`src/design/sec_cache_pkg.sv`:
```
/*
 * Shared sizes, address fields, request and state codes for the secure cache.
 * Modules pull these in with a wildcard import in the module body.
 */

package sec_cache_pkg;

	// ------------------------------------------------------------------------
	// Sizes
	// ------------------------------------------------------------------------

	localparam int ADDR_BITS   = 32;
	localparam int WORD_BITS   = 32;
	localparam int LINE_WORDS  = 4;
	localparam int LINE_BITS   = LINE_WORDS * WORD_BITS;
	localparam int NUM_LINES   = 16;

	// Address layout is tag | index | offset | byte
	localparam int BYTE_BITS   = 2;
	localparam int OFFSET_BITS = 2;
	localparam int INDEX_BITS  = 4;
	localparam int TAG_BITS    = ADDR_BITS - INDEX_BITS - OFFSET_BITS - BYTE_BITS;

	// ------------------------------------------------------------------------
	// Codes
	// ------------------------------------------------------------------------

	localparam logic REQ_READ    = 1'b0;
	localparam logic REQ_WRITE   = 1'b1;

	localparam logic DOMAIN_LOW  = 1'b0;
	localparam logic DOMAIN_HIGH = 1'b1;

	// Controller states
	localparam logic [3:0] ST_IDLE        = 4'd0;
	localparam logic [3:0] ST_SEC_CHECK   = 4'd1;
	localparam logic [3:0] ST_LOOKUP      = 4'd2;
	localparam logic [3:0] ST_BYPASS_REQ  = 4'd3;
	localparam logic [3:0] ST_BYPASS_WAIT = 4'd4;
	localparam logic [3:0] ST_REFILL_REQ  = 4'd5;
	localparam logic [3:0] ST_REFILL_WAIT = 4'd6;
	localparam logic [3:0] ST_WRITE_REQ   = 4'd7;
	localparam logic [3:0] ST_WRITE_WAIT  = 4'd8;
	localparam logic [3:0] ST_RESP        = 4'd9;

	// A cache line, seen whole on the memory side and per word on the processor side
	typedef union packed {
		logic [LINE_BITS-1:0]                  flat;
		logic [LINE_WORDS-1:0][WORD_BITS-1:0] words;
	} line_u;

endpackage

```
`src/design/sec_cache_ctrl.sv`:
```
/*
 * Cache controller FSM. Runs the security check, then either the cached path
 * (lookup, refill, write-through) or the memory bypass, and holds the response.
 */

`timescale 1ns/10ps

module sec_cache_ctrl (
	input  logic clk,
	input  logic reset,

	input  logic procreq_val,
	output logic procreq_rdy,
	output logic procresp_val,
	input  logic procresp_rdy,

	output logic memreq_val,
	output logic memreq_type,
	input  logic memreq_rdy,
	input  logic memresp_val,
	output logic memresp_rdy,

	input  logic cacheable,
	input  logic is_write,
	input  logic hit,

	output logic req_load,
	output logic resp_load,
	output logic resp_sel,
	output logic fill_en,
	output logic word_wr_en
);

	import sec_cache_pkg::*;

	logic [3:0] state;
	logic [3:0] state_next;

	// ------------------------------------------------------------------------
	// State register
	// ------------------------------------------------------------------------

	always_ff @(posedge clk) begin
		if (reset) begin
			state <= ST_IDLE;
		end else begin
			state <= state_next;
		end
	end

	// ------------------------------------------------------------------------
	// Next state
	// ------------------------------------------------------------------------

	always_comb begin
		state_next = state;
		case (state)
			ST_IDLE: begin
				if (procreq_val)
					state_next = ST_SEC_CHECK;
			end
			ST_SEC_CHECK: begin
				// Policy decides cached or bypass
				if (cacheable)
					state_next = ST_LOOKUP;
				else
					state_next = ST_BYPASS_REQ;
			end
			ST_LOOKUP: begin
				if (is_write)
					state_next = ST_WRITE_REQ;
				else if (hit)
					state_next = ST_RESP;
				else
					state_next = ST_REFILL_REQ;
			end
			ST_BYPASS_REQ: begin
				if (memreq_rdy)
					state_next = ST_BYPASS_WAIT;
			end
			ST_BYPASS_WAIT: begin
				if (memresp_val)
					state_next = ST_RESP;
			end
			ST_REFILL_REQ: begin
				if (memreq_rdy)
					state_next = ST_REFILL_WAIT;
			end
			ST_REFILL_WAIT: begin
				if (memresp_val)
					state_next = ST_RESP;
			end
			ST_WRITE_REQ: begin
				if (memreq_rdy)
					state_next = ST_WRITE_WAIT;
			end
			ST_WRITE_WAIT: begin
				if (memresp_val)
					state_next = ST_RESP;
			end
			ST_RESP: begin
				if (procresp_rdy)
					state_next = ST_IDLE;
			end
			default: begin
				state_next = ST_IDLE;
			end
		endcase
	end

	// ------------------------------------------------------------------------
	// Outputs, decoded from the state alone except for the strobes
	// ------------------------------------------------------------------------

	always_comb begin
		procreq_rdy  = (state == ST_IDLE);
		procresp_val = (state == ST_RESP);
		memreq_val   = (state == ST_BYPASS_REQ) || (state == ST_REFILL_REQ) ||
			(state == ST_WRITE_REQ);
		memresp_rdy  = (state == ST_BYPASS_WAIT) || (state == ST_REFILL_WAIT) ||
			(state == ST_WRITE_WAIT);

		// Refill always reads, the other paths pass the request type on
		if (state == ST_REFILL_REQ)
			memreq_type = REQ_READ;
		else
			memreq_type = is_write;

		req_load   = (state == ST_IDLE) && procreq_val;

		// Memory line word on the wait states, store word on a lookup hit
		resp_sel   = (state == ST_BYPASS_WAIT) || (state == ST_REFILL_WAIT);
		resp_load  = ((state == ST_LOOKUP) && !is_write && hit) ||
			(resp_sel && memresp_val);

		fill_en    = (state == ST_REFILL_WAIT) && memresp_val;
		word_wr_en = (state == ST_LOOKUP) && is_write && hit;
	end

endmodule

```
`src/design/sec_cache_datapath.sv`:
```
/*
 * Request and response registers, the domain policy compare and the
 * extraction of the requested word from a memory line.
 */

`timescale 1ns/10ps

module sec_cache_datapath (
	input  logic                                clk,

	// Strobes from the controller
	input  logic                                req_load,
	input  logic                                resp_load,
	input  logic                                resp_sel,

	input  logic                                high_only,

	input  logic                                procreq_type,
	input  logic [sec_cache_pkg::ADDR_BITS-1:0] procreq_addr,
	input  logic [sec_cache_pkg::WORD_BITS-1:0] procreq_data,
	input  logic                                procreq_domain,

	input  logic [sec_cache_pkg::WORD_BITS-1:0] store_word,
	input  sec_cache_pkg::line_u                memresp_data,

	output logic                                is_write,
	output logic                                cacheable,
	output logic [sec_cache_pkg::ADDR_BITS-1:0] req_addr,
	output logic [sec_cache_pkg::WORD_BITS-1:0] req_data,
	output logic [sec_cache_pkg::WORD_BITS-1:0] procresp_data
);

	import sec_cache_pkg::*;

	logic                   req_type;
	logic                   req_domain;
	logic [OFFSET_BITS-1:0] req_offset;
	logic [WORD_BITS-1:0]   mem_word;
	logic [WORD_BITS-1:0]   resp_word;

	// ------------------------------------------------------------------------
	// Request registers
	// ------------------------------------------------------------------------

	always_ff @(posedge clk) begin
		if (req_load) begin
			req_type   <= procreq_type;
			req_addr   <= procreq_addr;
			req_data   <= procreq_data;
			req_domain <= procreq_domain;
		end
	end

	assign is_write = (req_type == REQ_WRITE);

	// High requests always pass, low ones only when the policy allows both
	assign cacheable = (req_domain >= high_only);

	// ------------------------------------------------------------------------
	// Response word
	// ------------------------------------------------------------------------

	assign req_offset = req_addr[BYTE_BITS +: OFFSET_BITS];
	assign mem_word   = memresp_data.words[req_offset];

	assign resp_word = resp_sel ? mem_word : store_word;

	always_ff @(posedge clk) begin
		if (resp_load) begin
			procresp_data <= resp_word;
		end
	end

endmodule

```
`src/design/sec_cache_store.sv`:
```
/*
 * Direct-mapped line store with valid bits and tags. Gives the hit flag and
 * stored word for the registered address, takes line fills and word writes.
 */

`timescale 1ns/10ps

module sec_cache_store (
	input  logic                                clk,
	input  logic                                reset,

	input  logic [sec_cache_pkg::ADDR_BITS-1:0] req_addr,
	input  logic [sec_cache_pkg::WORD_BITS-1:0] req_data,

	input  logic                                fill_en,
	input  logic                                word_wr_en,
	input  sec_cache_pkg::line_u                memresp_data,

	output logic                                hit,
	output logic [sec_cache_pkg::WORD_BITS-1:0] store_word
);

	import sec_cache_pkg::*;

	logic [NUM_LINES-1:0] valid;
	logic [TAG_BITS-1:0]  tags [NUM_LINES];
	line_u                lines [NUM_LINES];

	logic [TAG_BITS-1:0]    addr_tag;
	logic [INDEX_BITS-1:0]  addr_index;
	logic [OFFSET_BITS-1:0] addr_offset;

	// Address split
	assign addr_offset = req_addr[BYTE_BITS +: OFFSET_BITS];
	assign addr_index  = req_addr[BYTE_BITS + OFFSET_BITS +: INDEX_BITS];
	assign addr_tag    = req_addr[ADDR_BITS-1 -: TAG_BITS];

	// ------------------------------------------------------------------------
	// Lookup
	// ------------------------------------------------------------------------

	assign hit        = valid[addr_index] && (tags[addr_index] == addr_tag);
	assign store_word = lines[addr_index].words[addr_offset];

	// ------------------------------------------------------------------------
	// Update
	// ------------------------------------------------------------------------

	always_ff @(posedge clk) begin
		if (reset) begin
			valid <= '0;
		end else if (fill_en) begin
			valid[addr_index] <= 1'b1;
		end
	end

	always_ff @(posedge clk) begin
		if (fill_en) begin
			lines[addr_index].flat <= memresp_data.flat;
			tags[addr_index]       <= addr_tag;
		end else if (word_wr_en) begin
			// Write hit, memory gets the same word through the write path
			lines[addr_index].words[addr_offset] <= req_data;
		end
	end

endmodule

```
`src/design/sec_cache_top.sv`:
```
/*
 * Secure blocking cache top. Ties the controller, datapath and line store
 * to the processor port and the line-wide memory port.
 */

`timescale 1ns/10ps

module sec_cache_top (
	input  logic                                clk,
	input  logic                                reset,
	input  logic                                high_only,

	// Processor request
	input  logic                                procreq_val,
	output logic                                procreq_rdy,
	input  logic                                procreq_type,
	input  logic [sec_cache_pkg::ADDR_BITS-1:0] procreq_addr,
	input  logic [sec_cache_pkg::WORD_BITS-1:0] procreq_data,
	input  logic                                procreq_domain,

	// Processor response
	output logic                                procresp_val,
	input  logic                                procresp_rdy,
	output logic [sec_cache_pkg::WORD_BITS-1:0] procresp_data,

	// Memory request
	output logic                                memreq_val,
	input  logic                                memreq_rdy,
	output logic                                memreq_type,
	output logic [sec_cache_pkg::ADDR_BITS-1:0] memreq_addr,
	output logic [sec_cache_pkg::WORD_BITS-1:0] memreq_data,

	// Memory response
	input  logic                                memresp_val,
	output logic                                memresp_rdy,
	input  sec_cache_pkg::line_u                memresp_data
);

	import sec_cache_pkg::*;

	logic req_load;
	logic resp_load;
	logic resp_sel;
	logic fill_en;
	logic word_wr_en;
	logic cacheable;
	logic is_write;
	logic hit;

	logic [WORD_BITS-1:0] store_word;

	sec_cache_ctrl ctrl_i (
		.clk          (clk),
		.reset        (reset),
		.procreq_val  (procreq_val),
		.procreq_rdy  (procreq_rdy),
		.procresp_val (procresp_val),
		.procresp_rdy (procresp_rdy),
		.memreq_val   (memreq_val),
		.memreq_type  (memreq_type),
		.memreq_rdy   (memreq_rdy),
		.memresp_val  (memresp_val),
		.memresp_rdy  (memresp_rdy),
		.cacheable    (cacheable),
		.is_write     (is_write),
		.hit          (hit),
		.req_load     (req_load),
		.resp_load    (resp_load),
		.resp_sel     (resp_sel),
		.fill_en      (fill_en),
		.word_wr_en   (word_wr_en)
	);

	// Registered address and data feed both the store and the memory port
	sec_cache_datapath datapath_i (
		.clk            (clk),
		.req_load       (req_load),
		.resp_load      (resp_load),
		.resp_sel       (resp_sel),
		.high_only      (high_only),
		.procreq_type   (procreq_type),
		.procreq_addr   (procreq_addr),
		.procreq_data   (procreq_data),
		.procreq_domain (procreq_domain),
		.store_word     (store_word),
		.memresp_data   (memresp_data),
		.is_write       (is_write),
		.cacheable      (cacheable),
		.req_addr       (memreq_addr),
		.req_data       (memreq_data),
		.procresp_data  (procresp_data)
	);

	sec_cache_store store_i (
		.clk          (clk),
		.reset        (reset),
		.req_addr     (memreq_addr),
		.req_data     (memreq_data),
		.fill_en      (fill_en),
		.word_wr_en   (word_wr_en),
		.memresp_data (memresp_data),
		.hit          (hit),
		.store_word   (store_word)
	);

endmodule

```
`config.mk`:
```
export PLATFORM = sky130hd
export DESIGN_NAME = sec_cache_top
export DESIGN_NICKNAME = d
export VERILOG_FILES = /design/src/design/sec_cache_pkg.sv /design/src/design/sec_cache_ctrl.sv /design/src/design/sec_cache_datapath.sv /design/src/design/sec_cache_store.sv /design/src/design/sec_cache_top.sv
export SDC_FILE = /design/constraint.sdc
export NUM_CORES = 2
export LEC_CHECK = 0
export BUFFER_PORTS_ARGS = -buffer_cell sky130_fd_sc_hd__buf_2
export CORE_AREA = 2 2 435 437
export CTS_CLUSTER_SIZE = 12
export DETAILED_ROUTE_END_ITERATION = 10
export DIE_AREA = 0 0 437 439
export PLACE_DENSITY = 0.76
export SLEW_MARGIN = 20
export SYNTH_ARGS = -nofsm -noshare
export SYNTH_HDL_FRONTEND = slang
export SYNTH_SLANG_ARGS = --single-unit
```
`constraint.sdc`:
```
create_clock -name clk -period 7 [get_ports clk]
set_input_delay 1.4 -clock clk [delete_from_list [all_inputs] [get_ports clk]]
set_output_delay 1.4 -clock clk [all_outputs]
set_load 0.01 [all_outputs]
```
# After elaboration in Yosys (flattened, before gate mapping)
# Memory sizes are Yosys's and may differ from the RTL's. A register that Yosys moved wholly into a read port is not among the register bits.
# Index checks and enable logic that the tools add are counted.
# word_totals
regBits	118
latch_bits	0
ram_bits	2432
romBits	0
in_bits	201
wordCells	335
memories	2
# op_classes
addsub	0
multipliers	0
div	0
order_cmp	5
n_eq_ne	16
n_shift	0
n_mux	157
n_bitwise	129
reduce_logical	19
# memory_table
memory	words	word_bits	read_ports	rd_clocked_by_memory_dff	wr	line	text
store_i.lines	16	128	1	1	1	sec_cache_store.sv:27	line_u lines [NUM_LINES];
store_i.tags	16	24	1	1	1	sec_cache_store.sv:26	logic [TAG_BITS-1:0] tags [NUM_LINES];
# op_table
operator	count
$mux W1	136
$bmux W32 S2	2
$mux W128	1
$mux W32	4
$or A1 B1 Y1	128
$demux W32 S2	1
$mux W4	10
$pmux W4 S8	1
$eq A24 B24 Y1	1
$eq A4 B3 Y1 const B	4
$or A16 B16 Y16	1
$logic_and A1 B1 Y1	10
$eq A4 B2 Y1 const B	2
$eq A4 B4 Y1 const B	2
$ne A2 B2 Y1 const B	4
$reduce_and A6 Y1	1
$logic_or A1 B1 Y1	5
$lt A4 B5 Y1 const B	1
$bmux W1 S4	1
$demux W1 S4	1
$eq A4 B1 Y1 const B	1
$ge A4 B1 Y1 const B	1
$logic_not A4 Y1	1
$ne A2 B1 Y1 const B	2
other kinds (5)	5

# Longest topological paths before layout
# depth
word_depth	8
mapped_depth	16

# Cells and area by module
# Synthesis repeated with hierarchy kept, for this count alone.
# unflattened
hier_cells	4182
area_unflattened_um2	99843.3
# modules_own_cells
module	instances	cells_per_inst	area_each_um2	seq_area_each_um2
sec_cache_store	1	3875	94961.1	73350.3
sec_cache_datapath	1	245	4423.0	2942.8
sec_cache_ctrl	1	62	459.2	80.1

# Least setup slack after synthesis
# OpenSTA, ideal clock, no wires.
# synth_timing
path_type	register to register
start	register (tool-made name)
end	register datapath_i.procresp_data[0] (netlist bit), enable pin
arrival_time_ns	4.763
required_time_ns	6.534
setup_slack_ns	1.771
stages_incl_launch_ff	12
path_buffers	3
path_cell_list	dfxtp_1 > buf_6 > buf_6 > mux4_2 > xor2_1 > nand3_1 > o211ai_1 > or4_1 > nor4_2 > buf_4 > nand3b_1 > o21ai_0
# synth_rtl
element	line	text
end signal, assigned	sec_cache_datapath.sv:70	procresp_data <= resp_word;
end, declared	sec_cache_datapath.sv:30	output logic [sec_cache_pkg::WORD_BITS-1:0] procresp_data

==> flow_summary.yaml <==
timing:
  slew_headroom: 0.259
  min_period_ns: 5.76
  max_freq_mhz: 174
  setup_viol: 0
  clock_skew_ns: 0.0362
  fin_setup_tns_ns: 0
  worst_pin_slew_ns: 1.11
  post-route-period-util: 0.823
  finalMaxSlewViolations: 0
  rsz0062_at_grt: "false"
  final_hold_viol_count: 0
floorplan:
  coreArea_mm2: 0.187
  die-area_mm2: 0.192
  io_pins: 302
  die_height_um: 439
  dieWidth_um: 437
  start_util: 0.537
  rows: 159
critical_path:
  startpoint_type: "register"
  cp_common_cell: "buf_4"
  worstPathMaxFanout: 56
  critical_path.endpoint_type: "register"
  cp.required_ns: 7.49
  crit_chain: "buf_4 > mux2_2 > o22ai_1 > or4_1 > o311ai_0 > or4_1 > nor4_2 > buf_4 > nand4_2 > buf_4 > a21oi_4 > buf_4"
  worstPathArrival_ns: 6.26
  cp_slowest_cell: "dfxtp_4"
  worstSetupPathType: "register to register"
  critical_path.max_stage_delay_ns: 0.96
worst_hold_path:
  hold_path_class: "register to register"
logic_synthesis:
  yosysSeqAreaShare: 0.762
  synth_cell_type_count: 63
  ys_ff_latch: 2554
  synth_nets: 4393
  synth_edf_count: 2530
  syn_inst: 4192
  syn_area_per_cell_um2: 23.9
  dominantRegCellSynth: "edfxtp_1"
  yosysTopAreaCell: "edfxtp_1"
  synth_area_mm2: 0.100
  synth_area_leaders: "edfxtp_1 (76%), mux4_2 (17%), mux2_4 (1.3%)"
  synth_top_area_frac: 0.757
  async_reset_ff_frac: 0
  yosys_warnings: 0
run_status:
  status: "complete, no violations"
cts:
  clockBufferDepth: 3
  numCtsBuffers: 240
  cts-root-buf: "clkbuf_16"
  hold_buffers: 0
  clkTransAtPathRegs_ns: 0.06
  cts_resized: 0
  clock-sinks: 2554
  cts_setup_buffers: 0
  cts_tree: "done"
  clkLatencyLatePin_ns: 0.88
  ctsHtreeMaxLevel: 4
route:
  routedWlPerCell_um: 36.8
  drtIter0Drc: 6541
  wirelength_mm: 266
  dr.pass1.iters: 7
  ant_nets: 0
  via_count: 49100
  drc: 0
  vias_per_cell: 6.79
layout:
  drive_gt1_frac: 0.367
  area_delta_synth_final_pct: 12.3
  stdcell_area_mm2: 0.113
  fin_cells: 7227
  fin_util: 0.602
  fillCellCount: 12400
  nets: 4829
placed_design:
  place_congestion: 0.836
  dpl.hpwl_mm: 149
  numPortBuffers: 301
  placed_cells: 6876
  post_dp_cell_area_mm2: 0.106
power_and_ir_drop:
  p_switching_mw: 11.7
  pwr-share-seq: 0.446
  swShare: 0.289
  clkPwrFrac: 0.289
  power_frac_comb: 0.265
  ir_drop_uv: 318
  power_density_mw_per_mm2: 357
  power_leakage_nw: 35.1
  intPower_mw: 28.6
global_route:
  grt_max_degree: 136
  grt_overflow_total: 0
  grt_first_pass_wirelength_mm: 371
  grt_usage: 0.276
  antenna_found_initial: 15
  grt_pass1_vias: 49400
run:
  cap_violations: 0
worst paths after layout:
kind	start	end	slack (ns)	cells after the start
setup / recovery	register	store_i.lines[4][12]	1.24	12
hold / removal	store_i.valid[11]	store_i.valid[11]	0.47	2
setup reg to reg	register	store_i.lines[4][12]	1.24	12
hold reg to reg	store_i.valid[11]	store_i.valid[11]	0.47	2
flip-flops by register name, summed over array words and instances, names as in the netlist, named ones only:
register / flops
ctrl_i.state: 4
datapath_i.is_write: 1
datapath_i.procresp_data: 32
datapath_i.req_addr: 32
datapath_i.req_data: 32
datapath_i.req_domain: 1
store_i.lines: 2048
store_i.tags: 384
store_i.valid: 16
layout make-up:
| type | instances | area [um2] | area share |
|---|---|---|---|
| multi-input combinational | 1389 | 23400 | 0.208 |
| clock buffer | 295 | 6250 | 0.0555 |
| sequential | 2554 | 76500 | 0.679 |
| timing repair buffer | 430 | 2830 | 0.0251 |
| inverter | 13 | 61.3 | 0.000544 |
| clock inverter | 43 | 435 | 0.00387 |
| antenna | 8 | 20.0 | 0.000178 |
| tap | 2495 | 3120 | 0.0277 |
synth_stat cells (all sizes together), types with 7 or more instances:
master     n
o22ai      7
nor2b     13
edfxtp  2530
nor3       8
mux4     760
nand4      8
clkbuf   118
a22o      16
a221oi    14
buf      118
nor2      70
a21oi     75
inv       12
nand3     12
xor2      11
nand2     24
dfxtp     24
mux2     181
mux2i     91
o21ai      9
xnor2     18
a22oi     17
power by group through the flow:
stage | Sequential [mW] | Combinational, mW | Clock, mW
3_5_place_dp | 18.3 | 10.5 | 0
5_1_grt | 18.0 | 11.1 | 12.2
2_1_floorplan | 17.9 | 7.43 | 0
3_3_place_gp | 18.3 | 10.5 | 0
6_report | 18.0 | 10.7 | 11.6
4_1_cts | 18.0 | 10.6 | 11.7
worst max-delay path, delay by kind of cell (launching register included):
kind	cells	cell delay (ns)
flops	1	0.96
compound gates	3	0.48
buf+inv	4	1.83
simple gates	4	1.63
mux	1	0.39
logic make-up after synthesis:
family | share of synthesized area
muxes | 0.203
DFF | 0.762
xor gates and xnor gates | 0.00253
and+or+nand+nor | 0.00834
buffers and inverters | 0.0131
AOI/OAI and AO/OA | 0.0107
routing by layer:
metal / track usage / vias up / wire, um
met5: 0 / - / 115
met4: 0.135 / 16 / 15100
met3: 0.0576 / 684 / 26700
met2: 0.451 / 3487 / 132000
met1: 0.357 / 26100 / 91600
li1: - / 18800 / -
placed cells by master, fill, tap and decap left out, types with 9 or more instances in the layout:
master and instances:
xnor2_1 18, a22o_1 16, a22oi_1 17, inv_1 9, nand2_1 24, xor2_1 11
clkbuf_16 242, a221oi_1 13, mux2i_1 91, a21oi_4 64, nor2_1 54, nand3_1 11
buf_12 19, a21oi_1 11, clkinv_1 21, nor2_4 16, edfxtp_1 2530, nor2b_1 13
dfxtp_1 20, mux4_2 760, mux2_2 88, buf_4 104, buf_2 301, clkbuf_1 53
mux2_4 90
per-stage QoR:
step | hold slack, ns | setup slack (ns) | power, mW
final | 0.469 | 1.24 | 40.3
after global routing | 0.500 | 1.08 | 41.3
after CTS | 0.472 | 1.29 | 40.3
after global placement | 0.444 | 1.38 | 28.7
after detailed placement | 0.459 | 1.32 | 28.8
after floorplan | 0.435 | 1.77 | 25.3
No activity file was read; power rests on OpenSTA's default activity.
